## config.mk

```make
export PLATFORM = sky130hd
export DESIGN_NAME = usb_packet_top
export DESIGN_NICKNAME = d
export VERILOG_FILES = /design/src/source/usb_pkg.sv /design/src/source/usb_crc16.sv /design/src/source/usb_crc5.sv /design/src/source/usb_packet_top.sv /design/src/source/usb_proto_fsm.sv /design/src/source/usb_rx.sv /design/src/source/usb_tx.sv
export SDC_FILE = /design/constraint.sdc
export NUM_CORES = 1
export LEC_CHECK = 0
export ABC_AREA = 1
export BUFFER_PORTS_ARGS = -buffer_cell sky130_fd_sc_hd__buf_2
export CELL_PAD_IN_SITES_DETAIL_PLACEMENT = 0
export CELL_PAD_IN_SITES_GLOBAL_PLACEMENT = 1
export CORE_ASPECT_RATIO = 1.5
export CORE_UTILIZATION = 42
export CTS_CLUSTER_DIAMETER = 50
export DETAILED_ROUTE_END_ITERATION = 10
export PLACE_DENSITY = 0.89
export RECOVER_POWER = 50
export SLEW_MARGIN = 20
export SYNTH_ARGS = -nofsm -noshare
export SYNTH_HDL_FRONTEND = slang
export SYNTH_SLANG_ARGS = --single-unit
```

## constraint.sdc

```tcl
create_clock -name phy_clk -period 3.7 [get_ports phy_clk]
set_input_delay 0.555 -clock phy_clk [delete_from_list [all_inputs] [get_ports phy_clk]]
set_output_delay 0.555 -clock phy_clk [all_outputs]
set_load 0.05 [all_outputs]
```

## src/source/usb_pkg.sv

```systemverilog
/*
 * shared definitions for the usb device packet handler
 *  - bus widths and crc seeds
 *  - pid codes and packet kind classes
 *  - token payload union, address/endpoint view and frame view
 *  - data toggle selector
 */
package usb_pkg;

	// widths
	localparam int ADDR_W = 7;
	localparam int LEN_W = 11;
	localparam int BUF_AW = 9;

	// both crcs start from all ones
	localparam logic [15:0] CRC16_INIT = 16'hffff;
	localparam logic [4:0] CRC5_INIT = 5'h1f;

	// pid code as seen in the upper nibble of the pid byte
	// lower nibble on the wire is its complement
	typedef enum logic [3:0] {
		PID_OUT = 4'he,
		PID_IN = 4'h6,
		PID_SOF = 4'ha,
		PID_SETUP = 4'h2,
		PID_DATA0 = 4'hc,
		PID_DATA1 = 4'h4,
		PID_DATA2 = 4'h8,
		PID_MDATA = 4'h0,
		PID_ACK = 4'hd,
		PID_NAK = 4'h5
	} pid_t;

	typedef enum logic [1:0] {
		KIND_TOKEN = 2'd0,
		KIND_DATA = 2'd1,
		KIND_HAND = 2'd2,
		KIND_OTHER = 2'd3
	} pkt_kind_t;

	// token payload in receive order, first byte in [15:8]
	// fields go out lsb first, so endpoint and frame straddle the bytes
	typedef union packed {
		struct packed {
			logic endp_lo;
			logic [6:0] addr;
			logic [4:0] crc5;
			logic [2:0] endp_hi;
		} tok;
		struct packed {
			logic [7:0] frame_lo;
			logic [4:0] crc5;
			logic [2:0] frame_hi;
		} sof;
	} token_word_t;

	// selects DATA0/1/2/M for the next IN reply
	typedef enum logic [1:0] {
		TOGGLE_0 = 2'd0,
		TOGGLE_1 = 2'd1,
		TOGGLE_2 = 2'd2,
		TOGGLE_M = 2'd3
	} toggle_t;

endpackage

```

## src/source/usb_crc16.sv

```systemverilog
/*
 * usb crc16, x^16 + x^15 + x^2 + 1
 * one byte per step, lsb first
 * raw register out, users invert and bit-reverse for the wire
 */
`timescale 1ns/1ns

module usb_crc16 (
	input logic [7:0] data,
	input logic [15:0] crc_in,
	output logic [15:0] crc_out
);

	// eight serial steps flattened
	always_comb begin
		logic [15:0] c;
		logic fb;
		c = crc_in;
		for (int i = 0; i < 8; i++) begin
			fb = c[15] ^ data[i];
			// taps at 15, 2 and 0
			c = {c[14:0], 1'b0} ^ {fb, 12'h000, fb, 1'b0, fb};
		end
		crc_out = c;
	end

endmodule

```

## src/source/usb_crc5.sv

```systemverilog
/*
 * usb crc5, x^5 + x^2 + 1
 * eleven token bits in one step, bit 0 first on the wire
 */
`timescale 1ns/1ns

module usb_crc5 (
	input logic [10:0] data,
	input logic [4:0] crc_in,
	output logic [4:0] crc_out
);

	// serial lfsr unrolled across all eleven bits
	always_comb begin
		logic [4:0] c;
		logic fb;
		c = crc_in;
		for (int i = 0; i < 11; i++) begin
			fb = c[4] ^ data[i];
			c = {c[3:0], 1'b0} ^ {2'b00, fb, 1'b0, fb};
		end
		crc_out = c;
	end

endmodule

```

## src/source/usb_packet_top.sv

```systemverilog
/*
 * usb 2.0 device packet handler top
 * receive path, transmit path and transaction controller
 */
`timescale 1ns/1ns

module usb_packet_top #(
	parameter int MAX_PKT_BYTES = 512,
	parameter int NAK_WAIT = 32
) (
	input logic phy_clk,
	input logic reset_2,
	// ulpi byte stream
	input logic in_act,
	input logic [7:0] in_byte,
	input logic in_latch,
	input logic out_cts,
	input logic out_nxt,
	output logic [7:0] out_byte,
	output logic out_latch,
	output logic out_stp,
	// endpoint side
	output logic [3:0] sel_endp,
	output logic [usb_pkg::BUF_AW-1:0] buf_in_addr,
	output logic [7:0] buf_in_data,
	output logic buf_in_wren,
	input logic buf_in_ready,
	output logic buf_in_commit,
	output logic [usb_pkg::LEN_W-1:0] buf_in_commit_len,
	output logic [usb_pkg::LEN_W-1:0] buf_out_addr,
	input logic [7:0] buf_out_q,
	input logic [usb_pkg::LEN_W-1:0] buf_out_len,
	input logic buf_out_hasdata,
	output logic buf_out_arm,
	output logic data_toggle_act,
	input usb_pkg::toggle_t data_toggle,
	input logic [usb_pkg::ADDR_W-1:0] dev_addr,
	// status
	output logic err_crc_pid,
	output logic err_crc_tok,
	output logic err_crc_pkt,
	output logic [10:0] frame_num
);

	// rx to controller
	logic tok_done, tok_match;
	usb_pkg::pid_t tok_pid, hand_pid;
	logic data_done, crc_ok, hand_done, rx_ready_held;
	logic [usb_pkg::LEN_W-1:0] data_len;
	// controller to tx
	logic tx_start, tx_done;
	usb_pkg::pid_t tx_pid;
	logic [usb_pkg::LEN_W-1:0] tx_len;

	usb_rx #(.MAX_PKT_BYTES(MAX_PKT_BYTES)) u_rx (.*);

	usb_proto_fsm #(.NAK_WAIT(NAK_WAIT)) u_fsm (.*);

	usb_tx u_tx (.*);

endmodule

```

## src/source/usb_proto_fsm.sv

```systemverilog
/*
 * transaction controller
 *  - IN token, wait for buffer data then send data or NAK
 *  - OUT/SETUP data, answer ACK with commit or NAK
 *  - host ACK after IN data, release buffer and flip toggle
 */
`timescale 1ns/1ns

module usb_proto_fsm #(
	parameter int NAK_WAIT = 32
) (
	input logic phy_clk,
	input logic reset_2,
	input logic tok_done,
	input usb_pkg::pid_t tok_pid,
	input logic tok_match,
	input logic data_done,
	input logic crc_ok,
	input logic [usb_pkg::LEN_W-1:0] data_len,
	input logic rx_ready_held,
	input logic hand_done,
	input usb_pkg::pid_t hand_pid,
	input logic buf_out_hasdata,
	input logic [usb_pkg::LEN_W-1:0] buf_out_len,
	input usb_pkg::toggle_t data_toggle,
	input logic tx_done,
	output logic tx_start,
	output usb_pkg::pid_t tx_pid,
	output logic [usb_pkg::LEN_W-1:0] tx_len,
	output logic buf_in_commit,
	output logic [usb_pkg::LEN_W-1:0] buf_in_commit_len,
	output logic buf_out_arm,
	output logic data_toggle_act
);

	localparam int CNT_W = $clog2(NAK_WAIT + 1);
	localparam logic [1:0] P_IDLE = 2'd0;
	localparam logic [1:0] P_IN_WAIT = 2'd1;
	localparam logic [1:0] P_SEND = 2'd2;
	localparam logic [1:0] P_HAND = 2'd3;

	logic [1:0] state;
	logic [CNT_W-1:0] wait_cnt;
	// reply in flight is a data packet
	logic sent_data;
	logic data_ack;
	usb_pkg::pid_t data_pid;

	always_comb begin
		case (data_toggle)
			usb_pkg::TOGGLE_1: data_pid = usb_pkg::PID_DATA1;
			usb_pkg::TOGGLE_2: data_pid = usb_pkg::PID_DATA2;
			usb_pkg::TOGGLE_M: data_pid = usb_pkg::PID_MDATA;
			default: data_pid = usb_pkg::PID_DATA0;
		endcase
	end

	// good OUT/SETUP data while free to answer
	assign data_ack = (state == P_IDLE || state == P_HAND) && data_done && crc_ok;

	always_ff @(posedge phy_clk) begin
		if (!reset_2) begin
			state <= P_IDLE;
			wait_cnt <= '0;
			sent_data <= 1'b0;
			tx_start <= 1'b0;
			buf_in_commit <= 1'b0;
			buf_out_arm <= 1'b0;
			data_toggle_act <= 1'b0;
		end else begin
			tx_start <= 1'b0;
			buf_in_commit <= 1'b0;
			buf_out_arm <= 1'b0;
			data_toggle_act <= 1'b0;
			case (state)
				P_IDLE, P_HAND: begin
					if (state == P_HAND && hand_done) begin
						state <= P_IDLE;
						if (hand_pid == usb_pkg::PID_ACK) begin
							buf_out_arm <= 1'b1;
							data_toggle_act <= 1'b1;
						end
					end
					// a new token ends any wait for a handshake
					if (tok_done) begin
						state <= P_IDLE;
						if (tok_match && tok_pid == usb_pkg::PID_IN) begin
							state <= P_IN_WAIT;
							wait_cnt <= CNT_W'(NAK_WAIT - 1);
						end
					end
					// bad crc gets silence
					if (data_ack) begin
						tx_start <= 1'b1;
						buf_in_commit <= rx_ready_held;
						sent_data <= 1'b0;
						state <= P_SEND;
					end
				end
				P_IN_WAIT: begin
					if (buf_out_hasdata || wait_cnt == '0) begin
						tx_start <= 1'b1;
						sent_data <= buf_out_hasdata;
						state <= P_SEND;
					end else begin
						wait_cnt <= wait_cnt - CNT_W'(1);
					end
				end
				default: begin
					// hold until stp has gone out
					if (tx_done)
						state <= sent_data ? P_HAND : P_IDLE;
				end
			endcase
		end
	end

	// reply contents, settle with tx_start
	always_ff @(posedge phy_clk) begin
		if (data_ack) begin
			tx_pid <= rx_ready_held ? usb_pkg::PID_ACK : usb_pkg::PID_NAK;
			tx_len <= '0;
			buf_in_commit_len <= data_len;
		end
		if (state == P_IN_WAIT) begin
			tx_pid <= buf_out_hasdata ? data_pid : usb_pkg::PID_NAK;
			tx_len <= buf_out_hasdata ? buf_out_len : '0;
		end
	end

endmodule

```

## src/source/usb_rx.sv

```systemverilog
/*
 * receive side of the packet handler
 *  - pid check and packet classification
 *  - token assembly, crc5 check, endpoint select and sof frame number
 *  - data bytes into the endpoint buffer two bytes late
 *  - crc16 check against the trailing two bytes
 */
`timescale 1ns/1ns

module usb_rx #(
	parameter int MAX_PKT_BYTES = 512
) (
	input logic phy_clk,
	input logic reset_2,
	input logic in_act,
	input logic [7:0] in_byte,
	input logic in_latch,
	input logic [usb_pkg::ADDR_W-1:0] dev_addr,
	input logic buf_in_ready,
	output logic [usb_pkg::BUF_AW-1:0] buf_in_addr,
	output logic [7:0] buf_in_data,
	output logic buf_in_wren,
	output logic tok_done,
	output usb_pkg::pid_t tok_pid,
	output logic tok_match,
	output logic [3:0] sel_endp,
	output logic [10:0] frame_num,
	output logic data_done,
	output logic crc_ok,
	output logic [usb_pkg::LEN_W-1:0] data_len,
	output logic hand_done,
	output usb_pkg::pid_t hand_pid,
	output logic rx_ready_held,
	output logic err_crc_pid,
	output logic err_crc_tok,
	output logic err_crc_pkt
);

	localparam int LEN_W = usb_pkg::LEN_W;
	localparam logic [1:0] RX_IDLE = 2'd0;
	localparam logic [1:0] RX_BODY = 2'd1;
	localparam logic [1:0] RX_SKIP = 2'd2;

	logic [1:0] state;
	usb_pkg::pid_t pid_in, pid_q;
	usb_pkg::pkt_kind_t kind_in, kind_q;
	logic pid_ok;
	logic body_byte;
	logic [LEN_W-1:0] bc;
	logic [LEN_W-1:0] wr_idx;
	logic [7:0] tok_hi;
	usb_pkg::token_word_t tok_next;
	logic [4:0] crc5_calc;
	logic crc5_good;
	logic tok_addr_hit;
	// last good non-sof token
	logic last_match, last_out;
	logic [15:0] crc16, crc16_1, crc16_2, crc16_next;
	logic [15:0] tail;
	logic crc16_good;
	logic [7:0] dly_0, dly_1;

	assign pid_in = usb_pkg::pid_t'(in_byte[7:4]);
	assign pid_ok = in_byte[7:4] == ~in_byte[3:0];
	assign body_byte = (state == RX_BODY) && in_latch;
	assign wr_idx = bc - LEN_W'(2);

	always_comb begin
		case (pid_in)
			usb_pkg::PID_OUT, usb_pkg::PID_IN, usb_pkg::PID_SOF, usb_pkg::PID_SETUP:
				kind_in = usb_pkg::KIND_TOKEN;
			usb_pkg::PID_DATA0, usb_pkg::PID_DATA1, usb_pkg::PID_DATA2, usb_pkg::PID_MDATA:
				kind_in = usb_pkg::KIND_DATA;
			usb_pkg::PID_ACK, usb_pkg::PID_NAK:
				kind_in = usb_pkg::KIND_HAND;
			default:
				kind_in = usb_pkg::KIND_OTHER;
		endcase
	end

	// token seen as if the current byte were the second payload byte
	assign tok_next = {tok_hi, in_byte};
	assign tok_addr_hit = tok_next.tok.addr == dev_addr;

	usb_crc5 u_crc5 (
		.data ({tok_next.sof.frame_hi, tok_next.sof.frame_lo}),
		.crc_in (usb_pkg::CRC5_INIT),
		.crc_out (crc5_calc)
	);

	// wire order is inverted crc, msb first
	assign crc5_good = tok_next.tok.crc5 ==
		~{crc5_calc[0], crc5_calc[1], crc5_calc[2], crc5_calc[3], crc5_calc[4]};

	usb_crc16 u_crc16 (
		.data (in_byte),
		.crc_in (crc16),
		.crc_out (crc16_next)
	);

	// crc16_2 covers everything but the last two bytes
	assign crc16_good = (bc >= LEN_W'(2)) && (tail == ~{<<{crc16_2}});

	always_ff @(posedge phy_clk) begin
		if (!reset_2) begin
			state <= RX_IDLE;
			kind_q <= usb_pkg::KIND_OTHER;
			tok_done <= 1'b0;
			data_done <= 1'b0;
			hand_done <= 1'b0;
			buf_in_wren <= 1'b0;
			rx_ready_held <= 1'b0;
			last_match <= 1'b0;
			last_out <= 1'b0;
			sel_endp <= 4'h0;
			frame_num <= 11'h000;
			err_crc_pid <= 1'b0;
			err_crc_tok <= 1'b0;
			err_crc_pkt <= 1'b0;
		end else begin
			tok_done <= 1'b0;
			data_done <= 1'b0;
			hand_done <= 1'b0;
			buf_in_wren <= 1'b0;
			case (state)
				RX_IDLE: begin
					if (in_act && in_latch) begin
						if (pid_ok) begin
							state <= RX_BODY;
							kind_q <= kind_in;
							if (kind_in == usb_pkg::KIND_DATA)
								rx_ready_held <= buf_in_ready;
						end else begin
							// bad pid, ignore rest of packet
							err_crc_pid <= 1'b1;
							state <= RX_SKIP;
						end
					end
				end
				RX_BODY: begin
					if (in_latch && kind_q == usb_pkg::KIND_TOKEN && bc == LEN_W'(1)) begin
						if (!crc5_good) begin
							err_crc_tok <= 1'b1;
							last_match <= 1'b0;
							last_out <= 1'b0;
						end else if (pid_q == usb_pkg::PID_SOF) begin
							tok_done <= 1'b1;
							frame_num <= {tok_next.sof.frame_hi, tok_next.sof.frame_lo};
						end else begin
							tok_done <= 1'b1;
							last_match <= tok_addr_hit;
							last_out <= tok_addr_hit &&
								(pid_q == usb_pkg::PID_OUT || pid_q == usb_pkg::PID_SETUP);
							if (tok_addr_hit)
								sel_endp <= {tok_next.tok.endp_hi, tok_next.tok.endp_lo};
						end
					end
					// write byte n once byte n+2 is in
					if (in_latch && kind_q == usb_pkg::KIND_DATA && bc >= LEN_W'(2))
						buf_in_wren <= rx_ready_held && last_match &&
							(wr_idx < LEN_W'(MAX_PKT_BYTES));
					// end of packet
					if (!in_act) begin
						state <= RX_IDLE;
						if (kind_q == usb_pkg::KIND_DATA && last_out) begin
							data_done <= 1'b1;
							last_out <= 1'b0;
							if (!crc16_good)
								err_crc_pkt <= 1'b1;
						end
						if (kind_q == usb_pkg::KIND_HAND)
							hand_done <= 1'b1;
					end
				end
				default: begin
					if (!in_act)
						state <= RX_IDLE;
				end
			endcase
		end
	end

	// byte path, counters and crc history
	always_ff @(posedge phy_clk) begin
		if (state == RX_IDLE && in_act && in_latch && pid_ok) begin
			pid_q <= pid_in;
			bc <= '0;
			crc16 <= usb_pkg::CRC16_INIT;
		end
		if (body_byte) begin
			bc <= bc + LEN_W'(1);
			crc16 <= crc16_next;
			crc16_1 <= crc16;
			crc16_2 <= crc16_1;
			tail <= {in_byte, tail[15:8]};
			if (bc == '0)
				tok_hi <= in_byte;
			tok_pid <= pid_q;
			tok_match <= tok_addr_hit;
			// two byte delay line
			dly_1 <= in_byte;
			dly_0 <= dly_1;
			buf_in_data <= dly_0;
			buf_in_addr <= wr_idx[usb_pkg::BUF_AW-1:0];
		end
		if (state == RX_BODY && !in_act) begin
			crc_ok <= crc16_good;
			data_len <= bc - LEN_W'(2);
			hand_pid <= pid_q;
		end
	end

endmodule

```

## src/source/usb_tx.sv

```systemverilog
/*
 * transmit side of the packet handler
 *  - ulpi transmit command with the pid
 *  - payload straight from the endpoint buffer, address prefetched
 *  - crc16 low and high bytes, then stp
 */
`timescale 1ns/1ns

module usb_tx (
	input logic phy_clk,
	input logic reset_2,
	input logic tx_start,
	input usb_pkg::pid_t tx_pid,
	input logic [usb_pkg::LEN_W-1:0] tx_len,
	input logic out_cts,
	input logic out_nxt,
	input logic [7:0] buf_out_q,
	output logic [7:0] out_byte,
	output logic out_latch,
	output logic out_stp,
	output logic [usb_pkg::LEN_W-1:0] buf_out_addr,
	output logic tx_done
);

	localparam int LEN_W = usb_pkg::LEN_W;
	localparam logic [2:0] TX_IDLE = 3'd0;
	localparam logic [2:0] TX_CTS = 3'd1;
	localparam logic [2:0] TX_CMD = 3'd2;
	localparam logic [2:0] TX_PAY = 3'd3;
	localparam logic [2:0] TX_CRC_LO = 3'd4;
	localparam logic [2:0] TX_CRC_HI = 3'd5;
	localparam logic [2:0] TX_STOP = 3'd6;

	logic [2:0] state;
	usb_pkg::pid_t pid_q;
	logic [LEN_W-1:0] len_q;
	logic [LEN_W-1:0] rd_idx;
	// data pids carry a crc, handshakes do not
	logic has_crc;
	logic last_pay;
	logic [15:0] crc, crc_next, crc_tx;

	assign last_pay = rd_idx == len_q - LEN_W'(1);
	assign crc_tx = ~{<<{crc}};

	// look one byte ahead when the phy takes the current one
	assign buf_out_addr = rd_idx + LEN_W'(state == TX_PAY && out_nxt);

	always_comb begin
		case (state)
			TX_CMD: out_byte = {4'h4, ~4'(pid_q)};
			TX_PAY: out_byte = buf_out_q;
			TX_CRC_LO: out_byte = crc_tx[7:0];
			TX_CRC_HI: out_byte = crc_tx[15:8];
			default: out_byte = 8'h00;
		endcase
	end

	usb_crc16 u_crc16 (
		.data (buf_out_q),
		.crc_in (crc),
		.crc_out (crc_next)
	);

	always_ff @(posedge phy_clk) begin
		if (!reset_2) begin
			state <= TX_IDLE;
			out_latch <= 1'b0;
			out_stp <= 1'b0;
			tx_done <= 1'b0;
			rd_idx <= '0;
		end else begin
			out_stp <= 1'b0;
			tx_done <= 1'b0;
			case (state)
				TX_IDLE: begin
					if (tx_start) begin
						state <= TX_CTS;
						rd_idx <= '0;
					end
				end
				TX_CTS: begin
					// bus must be free before the command
					if (out_cts) begin
						state <= TX_CMD;
						out_latch <= 1'b1;
					end
				end
				TX_CMD: begin
					if (out_nxt) begin
						if (!has_crc) begin
							out_stp <= 1'b1;
							out_latch <= 1'b0;
							state <= TX_STOP;
						end else if (len_q == '0) begin
							state <= TX_CRC_LO;
						end else begin
							state <= TX_PAY;
						end
					end
				end
				TX_PAY: begin
					if (out_nxt) begin
						rd_idx <= rd_idx + LEN_W'(1);
						if (last_pay)
							state <= TX_CRC_LO;
					end
				end
				TX_CRC_LO: begin
					if (out_nxt)
						state <= TX_CRC_HI;
				end
				TX_CRC_HI: begin
					if (out_nxt) begin
						out_stp <= 1'b1;
						out_latch <= 1'b0;
						state <= TX_STOP;
					end
				end
				default: begin
					// stp cycle done
					tx_done <= 1'b1;
					state <= TX_IDLE;
				end
			endcase
		end
	end

	// request and crc accumulator
	always_ff @(posedge phy_clk) begin
		if (state == TX_IDLE && tx_start) begin
			pid_q <= tx_pid;
			len_q <= tx_len;
			has_crc <= tx_pid inside {usb_pkg::PID_DATA0, usb_pkg::PID_DATA1,
				usb_pkg::PID_DATA2, usb_pkg::PID_MDATA};
			crc <= usb_pkg::CRC16_INIT;
		end
		if (state == TX_PAY && out_nxt)
			crc <= crc_next;
	end

endmodule
```

==> results_dict.tcl, run 1 <==
set metrics [dict create \
    ir_drop_mv 0.320 \
    final_max_slew_viol_count 0 \
    die_h_um 201 \
    drive_gt1_share_pct 10.5 \
    hold_path_class "primary input to flip-flop" \
    htreeDepth 1 \
    wire_per_inst_um 14.6 \
    synth_most_common_cell "nand2_1" \
    rows 72 \
    placedInstanceArea_um2 12000 \
    nNetsFinal 1316 \
    ctsHoldBuffers 0 \
    crit_fanout 7 \
    critPathArrivalTime_ns 2.86 \
    tightest_slew_ns 1.26 \
    synth_enable_flop_cells 181 \
    max_slew_margin_pct 15.7 \
    setup_viol 0 \
    routed_wl_um 23500 \
    area.growth.synth_to_final_pct 14.3 \
    die_w_um 135 \
    worstPathRequired_ns 3.14 \
    worstSetupStartpointType "flip-flop" \
    cts_buffer_depth 3 \
    io_pins 115 \
    netlist_area_um2 11100 \
    async_reset_ff_share_pct 0 \
    skew_ns 0.0163 \
    final_cells 1604 \
    core_um2 25900 \
    critPathKind "flip-flop to output pin" \
    dr.pass1.iters 6 \
    design_area_um2 12700 \
    clk_pin_slew_ns 0.06 \
    cts_setup_buffers 0 \
    dp_hpwl_um 17500 \
    cp_slowest_cell "dfxtp_1" \
    grt_first_pass_wirelength_um 37700 \
    max_stage_delay_ns 0.43 \
    seq_area_frac_synth_pct 59.5 \
    critPathCaptureType "output pin" \
    clk_latency_ns 0.53 \
    grt_pass1_vias 7748 \
    status "finished clean" \
    maxCapViolCount 0 \
    rsz0062_at_grt "false" \
    min_period_ns 3.41 \
    post-place-cells 1559 \
    yosysTopAreaCellShare_pct 49.0 \
    power_leakage_nw 5.00 \
    drc 0 \
    worst-path-buf-inv 4 \
    avgViaCountPerCell 4.90 \
    start_util_pct 42.9 \
    syn_area_per_cell_um2 9.84 \
    numCtsBuffers 25 \
    antenna_found_initial 0 \
    ys_warn_count 0 \
    synthesis.nets 1190 \
    routabilityCongestion 0.912 \
    drtIter0Drc 442 \
    hold_viol_final 0 \
    tritoncts "built" \
    overflow 0 \
    grt_usage_pct 17.7 \
    power_mw 6.20 \
    nFillCells 2418 \
    synth_ff_type "edfxtp_1" \
    yosys-top-cells-area "edfxtp_1, dfxtp_1, nand2_1, inv_1, nor2_1" \
    die-area_um2 27100 \
    post-route-period-util_pct 92.2 \
    crit_path_cell_trace "inv_2 > nor2_1 > inv_1 > nor2_4 > inv_2 > nor2_4 > ha_1 > ha_1 > nand3_1 > nor2_1 > nand2_1 > xor2_1 > buf_2" \
    vias 7858 \
    yosysUniqueCellTypes 48 \
    cts_resized 0 \
    finalSetupTns_ns 0 \
    ant_nets 0 \
    cts_root_buf "clkbuf_16" \
    final_util_pct 49.0 \
    cpLargestDelayFamily "simple AND/OR/NAND/NOR gates" \
    synthTopCellsByCount "nand2_1, edfxtp_1, inv_1" \
    diodes 0 \
    syn_inst 1127 \
    grt_max_degree 67 \
    max_freq_ghz 0.293 \
    powerDensity_nw_per_um2 489 \
    clock_sinks 239 \
    yosys_register_bits 239 \
    port_buffers 114 \
    yosysTopAreaCell "edfxtp_1" \
]
## final timing paths
path	from	endpoint	slack (ns)	cells after the start
setup / recovery	u_tx.state[1]	buf_out_addr[10]	0.29	13
hold / removal	data_toggle[1]	u_fsm.tx_pid[2]	0.29	2
setup reg to reg	u_rx.state[0]	u_rx.bc[9]	0.48	7
hold reg to reg	u_fsm.tx_len[3]	u_tx.len_q[3]	0.42	0
## flip-flops by register name, indices dropped and copies added, names as in the netlist, 6 cells and up
register / count
u_rx.crc16: 16
u_rx.crc16_1: 16
u_rx.crc16_2: 16
u_tx.crc: 16
u_fsm.buf_in_commit_len: 11
u_fsm.tx_len: 11
u_rx.bc: 11
u_rx.data_len: 11
u_rx.frame_num: 11
u_tx.len_q: 11
u_tx.rd_idx: 11
u_rx.buf_in_addr: 9
u_rx.buf_in_data: 8
u_rx.tok_hi: 8
u_rx.dly_0: 7
u_rx.dly_1: 7
u_fsm.wait_cnt: 6
## layer usage
metal	global-route usage (%)	wire length [um]	up-vias
li1	-	-	3992
met1	18.8	8900	3645
met2	33.7	12900	170
met3	2.65	961	51
met4	7.38	767	0
met5	0	0	-
## report_power, final
| group | switching [mW] | internal (mW) |
|---|---|---|
| Clock | 1.04 | 1.33 |
| Sequential | 0.0637 | 2.98 |
| Combinational | 0.546 | 0.250 |
## cells in the final DEF (no fill, tap or decap), types with 8 or more instances in the layout
master     synthesis  routed
nand2_1          229     229
inv_1            150     151
nor4_1             9       9
nor2_1           122     122
nand3_1           62      62
o21ai_0           43      43
nand4_1           10      10
ha_1              19      19
nor3_1            20      20
clkbuf_1           7      65
dfxtp_1           58      58
xnor2_1           31      31
clkbuf_16          0      25
edfxtp_1         181     181
a21oi_1           41      41
xor2_1            40      40
buf_2              4      54
o22ai_1            8       8
or2_2             14      14
## area by class of cell
class | instances | area [um^2] | area share [%]
clock buffer | 29 | 641 | 5.05
clock inverter | 16 | 131 | 1.04
inverter | 158 | 596 | 4.70
multi-input combinational | 710 | 3760 | 29.7
sequential | 239 | 6600 | 52.0
tap | 333 | 417 | 3.29
timing repair buffer | 119 | 529 | 4.18
## kinds of logic (layout without fill, tap and decap cells)
logic type,count (synthesis),in the layout,share of synthesized area (%)
compound gates,122,122,6.32
xor+xnor,74,74,6.05
fa+ha+maj,19,19,2.14
buf+inv,178,322,6.54
flops,239,239,59.5
simple gates,495,495,19.4
## through the flow
step / setup slack, ns / hold slack [ns]
after floorplan: 0.532 / 0.400
after global placement: 0.932 / 0.401
after detailed placement: 0.844 / 0.405
after CTS: 0.277 / 0.262
after global routing: 0.0469 / 0.280
final: 0.288 / 0.294
Note: power is estimated with default switching activity, not from simulation.
==> inputs of run 2 (changes only) <==
--- a/config.mk
+++ b/config.mk
@@ -5,15 +5,14 @@
 export SDC_FILE = /design/constraint.sdc
 export NUM_CORES = 1
 export LEC_CHECK = 0
-export ABC_AREA = 1
 export BUFFER_PORTS_ARGS = -buffer_cell sky130_fd_sc_hd__buf_2
 export CELL_PAD_IN_SITES_DETAIL_PLACEMENT = 0
 export CELL_PAD_IN_SITES_GLOBAL_PLACEMENT = 1
 export CORE_ASPECT_RATIO = 1.5
-export CORE_UTILIZATION = 42
+export CORE_UTILIZATION = 43
 export CTS_CLUSTER_DIAMETER = 50
 export DETAILED_ROUTE_END_ITERATION = 10
-export PLACE_DENSITY = 0.89
+export PLACE_DENSITY = 0.88
 export RECOVER_POWER = 50
 export SLEW_MARGIN = 20
 export SYNTH_ARGS = -nofsm -noshare
==> run 2 against run 1 <==
  * Combinational power decreased by 27%
  * Total power grew 0.61%
  * Area after synthesis decreased by 3.3%
  * Final area is 1.8% lower
  * Via count down 11%
  * Register-to-register slack better by 0.18 ns
  * Routed wire length shrank 3.0%
  * Clock-buffer cell count is 1 lower
  * Setup slack improved by 0.035 ns
  * Critical path depth shrank 4
  * Synthesized cell count shrank 22%
==> results_dict.tcl, run 2 <==
set metrics [dict create \
    critPathCaptureType "output pin" \
    core_um2 24400 \
    synth_most_common_cell "edfxtp_1" \
    tightest_slew_ns 1.20 \
    overflow 0 \
    drc 0 \
    ir_drop_mv 0.370 \
    die_h_um 195 \
    worstSetupEndpoint "buf_out_addr[8]" \
    dp_hpwl_um 16100 \
    syn_inst 875 \
    seq_area_frac_synth_pct 61.5 \
    grt_pass1_vias 6870 \
    grt_usage_pct 18.0 \
    wire_per_inst_um 17.2 \
    max_slew_margin_pct 20.0 \
    numCtsBuffers 27 \
    grt_first_pass_wirelength_um 35600 \
    dr.pass1.iters 4 \
    tritoncts "built" \
    finalSetupTns_ns 0 \
    worstRegToRegCells 9 \
    syn_area_per_cell_um2 12.3 \
    worstSetupStartpointType "flip-flop" \
    synthTopCellsByCount "edfxtp_1, xnor2_1, nand2_1" \
    start_util_pct 43.9 \
    diodes 0 \
    seq_area_um2 6600 \
    netlist_area_um2 10700 \
    nNetsFinal 1047 \
    routed_wl_um 22800 \
    r2r-end "u_tx.rd_idx[9]" \
    grt_max_degree 77 \
    drive_gt1_share_pct 13.1 \
    rows 70 \
    vias 6959 \
    synthesis.nets 938 \
    clk_pin_slew_ns 0.06 \
    port_buffers 114 \
    status "finished clean" \
    skew_ns 0.0123 \
    async_reset_ff_share_pct 0 \
    routabilityCongestion 0.872 \
    area.growth.synth_to_final_pct 16.1 \
    hold_viol_final 0 \
    worstPathRequired_ns 3.14 \
    clk_latency_ns 0.54 \
    htreeDepth 1 \
    critPathKind "flip-flop to output pin" \
    rrSetupSlack_ns 0.66 \
    multi_input_area_um2 3880 \
    clock_sinks 239 \
    post-route-period-util_pct 91.3 \
    io_pins 115 \
    fin_ws_ns 0.322 \
    rr_startpoint "u_tx.state[1]" \
    cts_buffer_depth 3 \
    final_cells 1327 \
    nFillCells 2148 \
    crit_fanout 8 \
    ant_nets 0 \
    final_common_cell "edfxtp_1" \
    rsz0062_at_grt "false" \
    yosysUniqueCellTypes 58 \
    yosys_register_bits 239 \
    setup_viol 0 \
    maxCapViolCount 0 \
    die_w_um 131 \
    post-place-cells 1278 \
    die-area_um2 25600 \
    min_period_ns 3.38 \
    avgViaCountPerCell 5.24 \
    yosysTopAreaCellShare_pct 50.7 \
    yosysTopAreaCell "edfxtp_1" \
    synth_enable_flop_cells 181 \
    ctsHoldBuffers 0 \
    final_cell_mix "edfxtp_1, xnor2_1, nand2_1" \
    synth_ff_type "edfxtp_1" \
    cts_root_buf "clkbuf_16" \
    antenna_found_initial 0 \
    yosys-top-cells-area "edfxtp_1, dfxtp_1, xnor2_1, xor2_1, nand2_1" \
    hold_path_class "primary input to flip-flop" \
    fin_hold_ws_ns 0.249 \
    cts_setup_buffers 0 \
    max_freq_ghz 0.296 \
    crit_start "u_tx.state[1]" \
    final_max_slew_viol_count 0 \
    ys_warn_count 0 \
    drtIter0Drc 326 \
    power_leakage_nw 4.29 \
    cts_resized 0 \
    power_mw 6.24 \
    powerDensity_nw_per_um2 501 \
    critPathArrivalTime_ns 2.82 \
    post-place-ws_ns 0.720 \
]
==> run 2: how the worst min path moves through the flow <==
stage                     start                          to  slack [ns]  cells past startpoint
2_1_floorplan  u_rx.data_len[0]  u_fsm.buf_in_commit_len[0]        0.40                      0
4_1_cts            buf_in_ready          u_rx.rx_ready_held        0.23                      3
3_5_place_dp   u_rx.data_len[3]  u_fsm.buf_in_commit_len[3]        0.40                      0
3_3_place_gp    u_rx.crc16_1[7]             u_rx.crc16_2[7]        0.40                      0
6_report           buf_in_ready          u_rx.rx_ready_held        0.25                      3
5_1_grt            buf_in_ready          u_rx.rx_ready_held        0.25                      3
==> run 2: cell families (layout without fill, tap and decap cells) <==
| kind of cell | Yosys count | after routing | share of synthesized area, % |
|---|---|---|---|
| AOI/OAI and AO/OA | 99 | 99 | 6.13 |
| xor gates and xnor gates | 141 | 141 | 11.6 |
| adders and majority gates | 19 | 19 | 2.22 |
| buffers and inverters | 69 | 197 | 2.56 |
| DFF | 239 | 239 | 61.5 |
| muxes | 16 | 16 | 1.52 |
| and+or+nand+nor | 292 | 292 | 14.4 |
==> run 2: layout make-up <==
type                       count  area share (%)
tap                          324            3.26
timing repair buffer         122            4.50
clock inverter                20            1.81
clock buffer                  28            5.46
inverter                      27           0.814
sequential                   239            53.0
multi-input combinational    567            31.2
==> run 2: per-layer routing <==
| layer | wire (um) | vias to the layer above | global-route usage [%] | part of all wire [%] |
|---|---|---|---|---|
| li1 | - | 3383 | - | - |
| met1 | 8690 | 3359 | 19.4 | 38 |
| met2 | 12200 | 170 | 33.6 | 54 |
| met3 | 1080 | 47 | 3.15 | 4.7 |
| met4 | 773 | 0 | 7.19 | 3.4 |
| met5 | 0 | - | 0 | 0 |
==> run 2: critical path, cell delays in order (launching register included) <==
cell	delay [ns]
dfxtp_1	0.45
inv_1	0.15
nor3_1	0.21
nand2_1	0.25
inv_1	0.13
ha_1	0.24
ha_1	0.28
nand3_1	0.16
xnor2_2	0.15
buf_2	0.27
==> run 2: per-stage QoR <==
stage | util [%] | area (um^2)
after detailed placement | 47.6 | 11600
after CTS | 51.3 | 12500
final | 50.9 | 12400
after global placement | 47.6 | 11600
after global routing | 50.9 | 12400
after floorplan | - | 10800
==> run 2: power by group <==
| group | internal, mW | switching, mW | total [mW] |
|---|---|---|---|
| logic | 0.222 | 0.363 | 0.585 |
| clock network | 1.47 | 1.16 | 2.63 |
| registers | 2.97 | 0.0533 | 3.02 |
| total | 4.66 | 1.58 | 6.24 |
